<file path="src/rvfi_cmp_pkg.sv">
/*
  Shared types for the RVFI retirement checker: packet layout, mismatch
  field indices, compare result and log state. Imported by every stage.
*/
package rvfi_cmp_pkg;

  localparam int XLEN   = 32;
  localparam int CNT_W  = 16;

  // widths of the narrow RVFI fields
  localparam int DBG_W      = 3;
  localparam int NMIP_W     = 2;
  localparam int INTR_W     = 11;
  localparam int MODE_W     = 2;
  localparam int REG_ADDR_W = 5;
  localparam int MEM_MASK_W = 4;

  // bit position of each field in the mismatch mask
  typedef enum logic [4:0] {
    FLD_VALID,
    FLD_PC,
    FLD_INSN,
    FLD_TRAP,
    FLD_HALT,
    FLD_DBG,
    FLD_DBG_MODE,
    FLD_NMIP,
    FLD_INTR,
    FLD_MODE,
    FLD_RD1_ADDR,
    FLD_RD1_WDATA,
    FLD_MEM_RMASK,
    FLD_MEM_WMASK,
    FLD_MEM_ADDR,
    FLD_MEM_WDATA,
    FLD_MEM_RDATA,
    FLD_PC_WDATA
  } rvfi_field_e;

  // last entry of the field enum sets the mask width
  localparam int NUM_FIELDS = int'(FLD_PC_WDATA) + 1;

  typedef enum logic {
    LOG_CLEAN,
    LOG_FAULTED
  } log_state_e;

  // one retired instruction as seen on RVFI
  typedef struct packed {
    logic                  valid;
    logic [XLEN-1:0]       pc_rdata;
    logic [XLEN-1:0]       insn;
    logic                  trap;
    logic                  halt;
    logic [DBG_W-1:0]      dbg;
    logic                  dbg_mode;
    logic [NMIP_W-1:0]     nmip;
    // bit 0 flags the interrupt, cause sits in the upper bits
    logic [INTR_W-1:0]     intr;
    logic [MODE_W-1:0]     mode;
    logic [REG_ADDR_W-1:0] rd1_addr;
    logic [XLEN-1:0]       rd1_wdata;
    logic [XLEN-1:0]       mem_addr;
    logic [MEM_MASK_W-1:0] mem_rmask;
    logic [MEM_MASK_W-1:0] mem_wmask;
    logic [XLEN-1:0]       mem_wdata;
    logic [XLEN-1:0]       mem_rdata;
    logic [XLEN-1:0]       pc_wdata;
  } rvfi_pkt_t;

  // outcome of one compare, pc is the core pc_rdata
  typedef struct packed {
    logic                  valid;
    logic [NUM_FIELDS-1:0] mask;
    logic [XLEN-1:0]       pc;
  } cmp_result_t;

endpackage

</file>
<file path="src/rvfi_core_align.sv">
/*
  Delays the core RVFI packet by one cycle so it lines up with the
  reference model packet of the same instruction.
*/
module rvfi_core_align
  import rvfi_cmp_pkg::*;
(
  input  logic      rvfi_core,
  input  logic      rst_i,
  input  rvfi_pkt_t core_pkt_i,
  output rvfi_pkt_t aligned_pkt_o
);

  // payload follows the input every cycle, only valid is cleared
  always_ff @(posedge rvfi_core) begin
    aligned_pkt_o <= core_pkt_i;
    if (rst_i) begin
      aligned_pkt_o.valid <= 1'b0;
    end
  end

  // an unknown valid would poison every downstream counter
  a_aligned_valid_known: assert property (
    @(posedge rvfi_core) disable iff (rst_i)
    !$isunknown(aligned_pkt_o.valid)
  );

endmodule

</file>
<file path="src/rvfi_field_cmp.sv">
/*
  Compares the aligned core packet with the reference model packet field
  by field and registers the mismatch mask together with the core PC.
*/
module rvfi_field_cmp
  import rvfi_cmp_pkg::*;
(
  input  logic        rvfi_core,
  input  logic        rst_i,
  input  rvfi_pkt_t   core_pkt_i,
  input  rvfi_pkt_t   rm_pkt_i,
  output cmp_result_t result_o
);

  logic [NUM_FIELDS-1:0] mask_d;
  logic                  cmp_valid;
  logic                  core_rd;
  logic                  core_wr;
  logic [NUM_FIELDS-1:0] data_mask;

  assign cmp_valid = core_pkt_i.valid || rm_pkt_i.valid;

  // memory qualifiers come from the core side
  assign core_rd = core_pkt_i.mem_rmask[3:0] != '0;
  assign core_wr = core_pkt_i.mem_wmask[3:0] != '0;

  always_comb begin
    mask_d = '0;
    // core retired something the model did not
    mask_d[FLD_VALID] = core_pkt_i.valid && !rm_pkt_i.valid;

    if (rm_pkt_i.valid) begin
      mask_d[FLD_PC]        = core_pkt_i.pc_rdata != rm_pkt_i.pc_rdata;
      mask_d[FLD_INSN]      = core_pkt_i.insn != rm_pkt_i.insn;
      mask_d[FLD_TRAP]      = core_pkt_i.trap != rm_pkt_i.trap;
      mask_d[FLD_HALT]      = core_pkt_i.halt != rm_pkt_i.halt;
      mask_d[FLD_DBG]       = core_pkt_i.dbg != rm_pkt_i.dbg;
      mask_d[FLD_DBG_MODE]  = core_pkt_i.dbg_mode != rm_pkt_i.dbg_mode;
      mask_d[FLD_NMIP]      = core_pkt_i.nmip != rm_pkt_i.nmip;
      mask_d[FLD_INTR]      = core_pkt_i.intr != rm_pkt_i.intr;
      mask_d[FLD_MODE]      = core_pkt_i.mode != rm_pkt_i.mode;
      mask_d[FLD_RD1_ADDR]  = core_pkt_i.rd1_addr != rm_pkt_i.rd1_addr;
      mask_d[FLD_MEM_RMASK] = core_pkt_i.mem_rmask[3:0] != rm_pkt_i.mem_rmask[3:0];
      mask_d[FLD_MEM_WMASK] = core_pkt_i.mem_wmask[3:0] != rm_pkt_i.mem_wmask[3:0];
      mask_d[FLD_PC_WDATA]  = core_pkt_i.pc_wdata != rm_pkt_i.pc_wdata;

      // x0 writes carry no meaningful data
      if (rm_pkt_i.rd1_addr != '0) begin
        mask_d[FLD_RD1_WDATA] = core_pkt_i.rd1_wdata != rm_pkt_i.rd1_wdata;
      end
      if (core_rd || core_wr) begin
        mask_d[FLD_MEM_ADDR] = core_pkt_i.mem_addr != rm_pkt_i.mem_addr;
      end
      if (core_wr) begin
        mask_d[FLD_MEM_WDATA] = core_pkt_i.mem_wdata != rm_pkt_i.mem_wdata;
      end
      if (core_rd) begin
        mask_d[FLD_MEM_RDATA] = core_pkt_i.mem_rdata != rm_pkt_i.mem_rdata;
      end
    end
  end

  always_ff @(posedge rvfi_core) begin
    if (rst_i) begin
      result_o.valid <= 1'b0;
      result_o.mask  <= '0;
    end else begin
      result_o.valid <= cmp_valid;
      result_o.mask  <= mask_d;
    end
    result_o.pc <= core_pkt_i.pc_rdata;
  end

  // mask bits that need a model packet to exist
  always_comb begin
    data_mask = result_o.mask;
    data_mask[FLD_VALID] = 1'b0;
  end

  a_field_needs_model: assert property (
    @(posedge rvfi_core) disable iff (rst_i)
    (result_o.valid && data_mask != '0) |-> $past(rm_pkt_i.valid)
  );

  a_idle_mask_zero: assert property (
    @(posedge rvfi_core) disable iff (rst_i)
    !result_o.valid |-> result_o.mask == '0
  );

endmodule

</file>
<file path="src/rvfi_mismatch_log.sv">
/*
  Counts compared and mismatching retirements and keeps the first failing
  compare result until reset. error_o stays high once a mismatch was seen.
*/
module rvfi_mismatch_log
  import rvfi_cmp_pkg::*;
(
  input  logic             rvfi_core,
  input  logic             rst_i,
  input  cmp_result_t      result_i,
  output logic [CNT_W-1:0] compared_cnt_o,
  output logic [CNT_W-1:0] mismatch_cnt_o,
  output logic             error_o,
  output cmp_result_t      first_err_o
);

  log_state_e state_q;
  log_state_e state_d;
  logic       is_mismatch;
  logic       latch_first;

  assign is_mismatch = result_i.valid && (result_i.mask != '0);
  assign latch_first = (state_q == LOG_CLEAN) && is_mismatch;

  always_comb begin
    state_d = state_q;
    case (state_q)
      LOG_CLEAN: begin
        if (is_mismatch) begin
          state_d = LOG_FAULTED;
        end
      end
      // only reset leaves the faulted state
      LOG_FAULTED: state_d = LOG_FAULTED;
      default:     state_d = LOG_CLEAN;
    endcase
  end

  always_ff @(posedge rvfi_core) begin
    if (rst_i) begin
      state_q <= LOG_CLEAN;
    end else begin
      state_q <= state_d;
    end
  end

  assign error_o = (state_q == LOG_FAULTED);

  // counters saturate instead of wrapping
  always_ff @(posedge rvfi_core) begin
    if (rst_i) begin
      compared_cnt_o <= '0;
      mismatch_cnt_o <= '0;
    end else begin
      if (result_i.valid && compared_cnt_o != '1) begin
        compared_cnt_o <= compared_cnt_o + 1'b1;
      end
      if (is_mismatch && mismatch_cnt_o != '1) begin
        mismatch_cnt_o <= mismatch_cnt_o + 1'b1;
      end
    end
  end

  always_ff @(posedge rvfi_core) begin
    if (rst_i) begin
      first_err_o <= '0;
    end else if (latch_first) begin
      first_err_o <= result_i;
    end
  end

  a_cnt_order: assert property (
    @(posedge rvfi_core) disable iff (rst_i)
    mismatch_cnt_o <= compared_cnt_o
  );

endmodule

</file>
<file path="src/rvfi_checker_top.sv">
/*
  RVFI retirement checker: aligns the core stream to the reference model
  stream, compares each retirement and logs the disagreements.
*/
module rvfi_checker_top
  import rvfi_cmp_pkg::*;
(
  input  logic             rvfi_core,
  input  logic             rst_i,
  input  rvfi_pkt_t        core_pkt_i,
  input  rvfi_pkt_t        rm_pkt_i,
  output cmp_result_t      mismatch_o,
  output logic [CNT_W-1:0] compared_cnt_o,
  output logic [CNT_W-1:0] mismatch_cnt_o,
  output logic             error_o,
  output cmp_result_t      first_err_o
);

  rvfi_pkt_t aligned_pkt;

  // core stream leads the model by one cycle
  rvfi_core_align u_align (
    .rvfi_core     (rvfi_core),
    .rst_i         (rst_i),
    .core_pkt_i    (core_pkt_i),
    .aligned_pkt_o (aligned_pkt)
  );

  rvfi_field_cmp u_cmp (
    .rvfi_core  (rvfi_core),
    .rst_i      (rst_i),
    .core_pkt_i (aligned_pkt),
    .rm_pkt_i   (rm_pkt_i),
    .result_o   (mismatch_o)
  );

  // log sees the same registered result that leaves on mismatch_o
  rvfi_mismatch_log u_log (
    .rvfi_core      (rvfi_core),
    .rst_i          (rst_i),
    .result_i       (mismatch_o),
    .compared_cnt_o (compared_cnt_o),
    .mismatch_cnt_o (mismatch_cnt_o),
    .error_o        (error_o),
    .first_err_o    (first_err_o)
  );

endmodule

</file>
<file path="config.mk">
export PLATFORM = sky130hd
export DESIGN_NAME = rvfi_checker_top
export DESIGN_NICKNAME = d
export VERILOG_FILES = /design/src/rvfi_cmp_pkg.sv /design/src/rvfi_core_align.sv /design/src/rvfi_field_cmp.sv /design/src/rvfi_mismatch_log.sv /design/src/rvfi_checker_top.sv
export SDC_FILE = /design/constraint.sdc
export NUM_CORES = 1
export LEC_CHECK = 0
export BUFFER_PORTS_ARGS = -buffer_cell sky130_fd_sc_hd__buf_2
export CORE_AREA = 2 2 257 259
export CTS_CLUSTER_DIAMETER = 150
export DETAILED_ROUTE_END_ITERATION = 12
export DIE_AREA = 0 0 259 261
export HOLD_SLACK_MARGIN = 0.03
export SLEW_MARGIN = 30
export SYNTH_ARGS = -nofsm -noshare
export SYNTH_HDL_FRONTEND = slang
export SYNTH_SLANG_ARGS = --single-unit
</file>
<file path="constraint.sdc">
create_clock -name rvfi_core -period 4.2 [get_ports rvfi_core]
set_input_delay 0.42 -clock rvfi_core [delete_from_list [all_inputs] [get_ports rvfi_core]]
set_output_delay 0.42 -clock rvfi_core [all_outputs]
set_load 0.02 [all_outputs]
</file>
==> results of run 1 <==
==> final cells by class <==
cell class	instances	area [µm²]
fill	6528	43990
sequential	394	7888
timing repair buffer	917	5896
multi-input combinational	668	4659
clock buffer	61	1296
tap	864	1081
clock inverter	21	192.7
inverter	5	18.77
antenna	6	15.01
==> layer usage <==
layer,global-route usage (%),routed length (µm)
met5,0,9
met4,6.904,2173
met3,4.191,3689
met2,24.01,24580
met1,16.36,19820
==> kinds of logic after synthesis <==
kind of cell             Yosys count  share of synthesized area [%]
flip-flops                       394                          62.22
AO/OA/AOI/OAI                    121                          5.784
adder cells (fa/ha/maj)            2                         0.1974
XOR/XNOR                         270                          18.66
AND/OR/NAND/NOR                  274                          11.65
multiplexers                       1                        0.07897
buffers and inverters             31                          1.411
==> flip-flops by register name (all words and copies together), names as in the netlist <==
name	cells
u_cmp.result_o	51
u_align.aligned_pkt_o	259
u_log.compared_cnt_o	16
u_log.first_err_o	51
u_log.mismatch_cnt_o	16
u_log.error_o	1
==> worst paths after layout <==
| path | from | end | slack [ns] |
|---|---|---|---|
| max | u_cmp.result_o[44] | u_log.first_err_o[17] | 1.64 |
| min | core_pkt_i[258] | u_align.aligned_pkt_o[258] | 0.13 |
| max reg2reg | u_cmp.result_o[44] | u_log.first_err_o[17] | 1.64 |
| min reg2reg | u_align.aligned_pkt_o[243] | u_cmp.result_o[17] | 0.36 |
==> cells in the mapped netlist (4+ instances only) <==
master | instances | area share [%]
clkbuf_1 | 9 | 0.27
a21oi_1 | 76 | 3.0
or4_1 | 10 | 0.59
nor4_1 | 19 | 0.94
o31ai_1 | 8 | 0.47
dfxtp_1 | 394 | 62
o21ai_1 | 9 | 0.36
xor2_1 | 26 | 1.8
buf_2 | 11 | 0.43
nand3_1 | 7 | 0.28
nor2_1 | 29 | 0.86
xnor2_1 | 244 | 17
and3_1 | 4 | 0.20
or3_1 | 6 | 0.30
nor3_1 | 5 | 0.20
o21ai_0 | 7 | 0.28
nand2_1 | 108 | 3.2
nand4_1 | 60 | 3.0
inv_1 | 4 | 0.12
==> stage by stage <==
stage	power (W)	hold WS [ns]	setup WS (ns)	instance area, µm²
after CTS	0.009099	0.07982	1.505	21030
after global placement	0.004934	0.3534	1.508	16950
final	0.008970	0.1303	1.645	21050
after global routing	0.009350	0.1040	1.283	21040
after floorplan	0.004474	0.3499	2.418	12680
after detailed placement	0.004943	0.3555	1.538	16960
==> power by group <==
part	leakage, nW	switching, W	internal (W)
Combinational	4.97	0.000451	0.000563
Sequential	3.30	0.000117	0.00393
Clock	0.735	0.00161	0.00230
Total	9.00	0.00218	0.00679
==> repair_timing <==
action | CTS | global route
gates resized for setup | 0 | 0
hold buffers | 258 | 0
endpoints found under the hold margin | 258 | 0
==> results.json, run 1 <==
{
  "routedWlPerCell_um": 17.12,
  "finalNetCount": 2552,
  "cp-end-kind": "flop",
  "crit_buf_inv": 1,
  "clock-root-buffer": "clkbuf_16",
  "drtAntennaViolNets": 0,
  "synth-edff-count": 0,
  "grt_overflow": 0,
  "final_cell_mix": "buf_2, dfxtp_1, dlygate4sd3_1",
  "track_usage_pct": 14.18,
  "cts_buffers": 44,
  "syn_area_per_cell_um2": 11.60,
  "crit_slowest_cell": "nor4_2",
  "postSynth.asyncResetShare_pct": 0,
  "port_buffers": 654,
  "status": "finished clean",
  "drt_iter0_drc": 524,
  "cts_tree": "done",
  "synth_seq_cells": 394,
  "path_clk_slew_ns": 0.06,
  "path_depth": 6,
  "period_needed_ns": 2.555,
  "final.setup.tns_ns": 0,
  "worst_pin_slew_ns": 0.9207,
  "yosysSeqAreaShare_pct": 62.22,
  "arrival_ns": 3.03,
  "syn-cell-area_um2": 12680,
  "slew_headroom_pct": 38.46,
  "final_util_pct": 32.36,
  "syn-num-nets": 1615,
  "min_delay_path_depth": 2,
  "viasPerCell": 3.870,
  "ir_worst_vdd_v": 0.0003519,
  "drive_gt1_share_pct": 36.98,
  "cts_max_path_buffers": 3,
  "layout.cells.non_filler": 2936,
  "finalHoldViolations": 0,
  "die-area_um2": 67600,
  "cellPowerDensity_nw_per_um2": 426.2,
  "io_pins": 655,
  "leakage_nw": 9.002,
  "routed-via-count": 11360,
  "rr_worst_depth": 6,
  "critPathMaxStageDelay_ns": 0.64,
  "dpl.hpwl_um": 37970,
  "startpoint_type": "flop",
  "dp.cells": 2590,
  "mostFrequentLayoutCell": "buf_2",
  "row_count": 94,
  "cp_top_family": "simple AND/OR/NAND/NOR gates",
  "die_width_um": 259,
  "yosys_most_used_dff": "dfxtp_1",
  "period_share_pct": 60.84,
  "cts_setup_buffers": 0,
  "worstHoldPathType": "input port to flop",
  "grt_pass1_wl_um": 71350,
  "antenna_found_initial": 8,
  "setup_viol": 0,
  "cts.sinks": 394,
  "netlist_instances": 1093,
  "fmax_ghz": 0.3913,
  "first_pass_iters": 4,
  "cts_htree_levels": 2,
  "crit_required_ns": 4.68,
  "rsz0062_at_grt": "no",
  "yosys_warnings": 0,
  "area_delta_synth_final_pct": 66.03,
  "slew_violations": 0,
  "grt_max_degree": 81,
  "clk_latency_ns": 0.56,
  "design.core.area_um2": 65040,
  "start_util_pct": 19.49,
  "crit_chain": "nor4_2 > nand4_1 > o21ai_4 > buf_4 > nand2_1 > a21oi_1",
  "wl_um": 50270,
  "skew_ns": 0.01042,
  "drc": 0,
  "first_global_vias": 12050,
  "die_y_um": 261,
  "crit_type": "flop to flop",
  "ys_types": 53,
  "gp_congestion": 0.8442,
  "cp_max_fo": 40,
  "cap_viol_max_count": 0
}
No activity file was read; power rests on OpenSTA's default activity.
==> run 2, diff against run 1 <==
clock period = 2.6 ns   (was 4.2 ns; I/O delays follow)
==> results.json, run 2 (same netlist as run 1, synthesis figures left out) <==
{
  "period_share_pct": 84.59,
  "cts.sinks": 394,
  "worstHoldPathType": "input port to flop",
  "drtAntennaViolNets": 0,
  "cellPowerDensity_nw_per_um2": 700.1,
  "r2r_setup_slack_ns": 0.40,
  "worst_pin_slew_ns": 0.8671,
  "row_count": 94,
  "arrival_ns": 2.61,
  "drive_gt1_share_pct": 37.22,
  "cp-end-kind": "flop",
  "die_width_um": 259,
  "crit_chain": "nor4_2 > and4_1 > a21boi_4 > buf_16 > buf_4 > nand2_1 > a21oi_1",
  "io_pins": 655,
  "rsz0062_at_grt": "no",
  "final.setup.tns_ns": 0,
  "first_global_vias": 12020,
  "slew_headroom_pct": 42.19,
  "antenna_found_initial": 10,
  "drt_iter0_drc": 538,
  "period_needed_ns": 2.199,
  "regMostFlops": "u_align.aligned_pkt_o",
  "grt_overflow": 0,
  "port_buffers": 654,
  "start_util_pct": 19.49,
  "crit_slowest_cell": "nor4_2",
  "setup_viol": 0,
  "critPathMaxStageDelay_ns": 0.58,
  "dpl.hpwl_um": 38810,
  "viasPerCell": 3.869,
  "pre_cts_ws_ns": 0.4096,
  "reg_top3": "u_align.aligned_pkt_o: 259 flops, u_cmp.result_o: 51 flops, u_log.first_err_o: 51 flops",
  "cts_htree_levels": 2,
  "ir_worst_vdd_v": 0.0006002,
  "die_y_um": 261,
  "holdCritStartpoint": "rm_pkt_i[192]",
  "startpoint_type": "flop",
  "die-area_um2": 67600,
  "largest_reg_flops": 259,
  "crit_required_ns": 3.01,
  "clock-root-buffer": "clkbuf_16",
  "finalNetCount": 2575,
  "cp_top_family": "simple AND/OR/NAND/NOR gates",
  "finalHoldViolations": 0,
  "first_pass_iters": 5,
  "routed-via-count": 11450,
  "clk_latency_ns": 0.58,
  "grt_max_degree": 77,
  "crit_buf_inv": 2,
  "routedWlPerCell_um": 17.52,
  "design.core.area_um2": 65040,
  "area_delta_synth_final_pct": 68.30,
  "fillCellCount": 6575,
  "drc": 0,
  "path_clk_slew_ns": 0.06,
  "cp_max_fo": 20,
  "worstSetupStartpoint": "u_cmp.result_o[44]",
  "fmax_ghz": 0.4547,
  "track_usage_pct": 14.55,
  "grt_pass1_wl_um": 72620,
  "mostFrequentLayoutCell": "buf_2",
  "finalWorstSetupSlack_ns": 0.4005,
  "cts_resized": 0,
  "status": "finished clean",
  "slew_violations": 0,
  "cts_max_path_buffers": 3,
  "final_cell_mix": "buf_2, dfxtp_1, dlygate4sd3_1",
  "cts_tree": "done",
  "leakage_nw": 9.151,
  "cts_buffers": 45,
  "r2r-start": "u_cmp.result_o[44]",
  "wl_um": 51820,
  "cap_viol_max_count": 0,
  "skew_ns": 0.02538,
  "gp_congestion": 0.8181,
  "crit_type": "flop to flop"
}
==> run 2: what timing repair did <==
| action | in CTS | in global routing |
|---|---|---|
| hold endpoints to repair | 277 | 0 |
| hold buffers | 267 | 0 |
| endpoints found under the setup margin | 0 | 0 |
| setup buffers | 0 | 0 |
==> run 2: path summary, 6_finish.rpt <==
path                                               to  depth (start not counted)
worst max register to register  u_log.first_err_o[20]                          7
worst max-delay path            u_log.first_err_o[20]                          7
worst min register to register      u_cmp.result_o[2]                          0
worst min-delay path               u_cmp.result_o[36]                          3
==> run 2: metal layers <==
metal / vias up / global-route usage (%) / routed length [µm]
met5: - / 0 / 13
li1: 5648 / - / -
met2: 457 / 24.54 / 25000
met4: 2 / 7.113 / 2329
met3: 113 / 4.617 / 4242
met1: 5225 / 16.66 / 20240
==> run 2: layout make-up <==
cell class | count | area, µm² | area share [%]
Antenna cell | 4 | 10.01 | 0.04692
Clock buffer | 58 | 1287 | 6.035
Clock inverter | 26 | 294.0 | 1.378
Inverter | 5 | 18.77 | 0.08798
Multi-Input combinational cell | 668 | 4638 | 21.74
Sequential cell | 394 | 7888 | 36.97
Tap cell | 864 | 1081 | 5.067
Timing Repair Buffer | 939 | 6116 | 28.67
==> run 2: tightest hold or removal path: stages <==
cell and delay [ns]:
buf_2 0.08, xnor2_1 0.16, nor2_1 0.09
==> run 2: through the flow <==
step / hold WS, ns / util [%] / cell area, µm² / power, W / std cells
floorplan: 0.2877 / - / 12680 / 0.007227 / 1093
global placement: 0.3530 / 26.20 / 17040 / 0.007995 / 2602
detailed placement: 0.3551 / 26.24 / 17070 / 0.008013 / 2603
CTS: 0.06263 / 32.78 / 21320 / 0.01516 / 2954
global route: 0.09156 / 32.80 / 21330 / 0.01554 / 2957
finish: 0.09423 / 32.80 / 21330 / 0.01493 / 2958
==> run 2: power breakdown <==
group,total [W],internal (W),switching (W)
Sequential,0.00652,0.00635,0.000178
Combinational,0.00169,0.000940,0.000747
Clock,0.00672,0.00402,0.00271
Total,0.0149,0.0113,0.00363
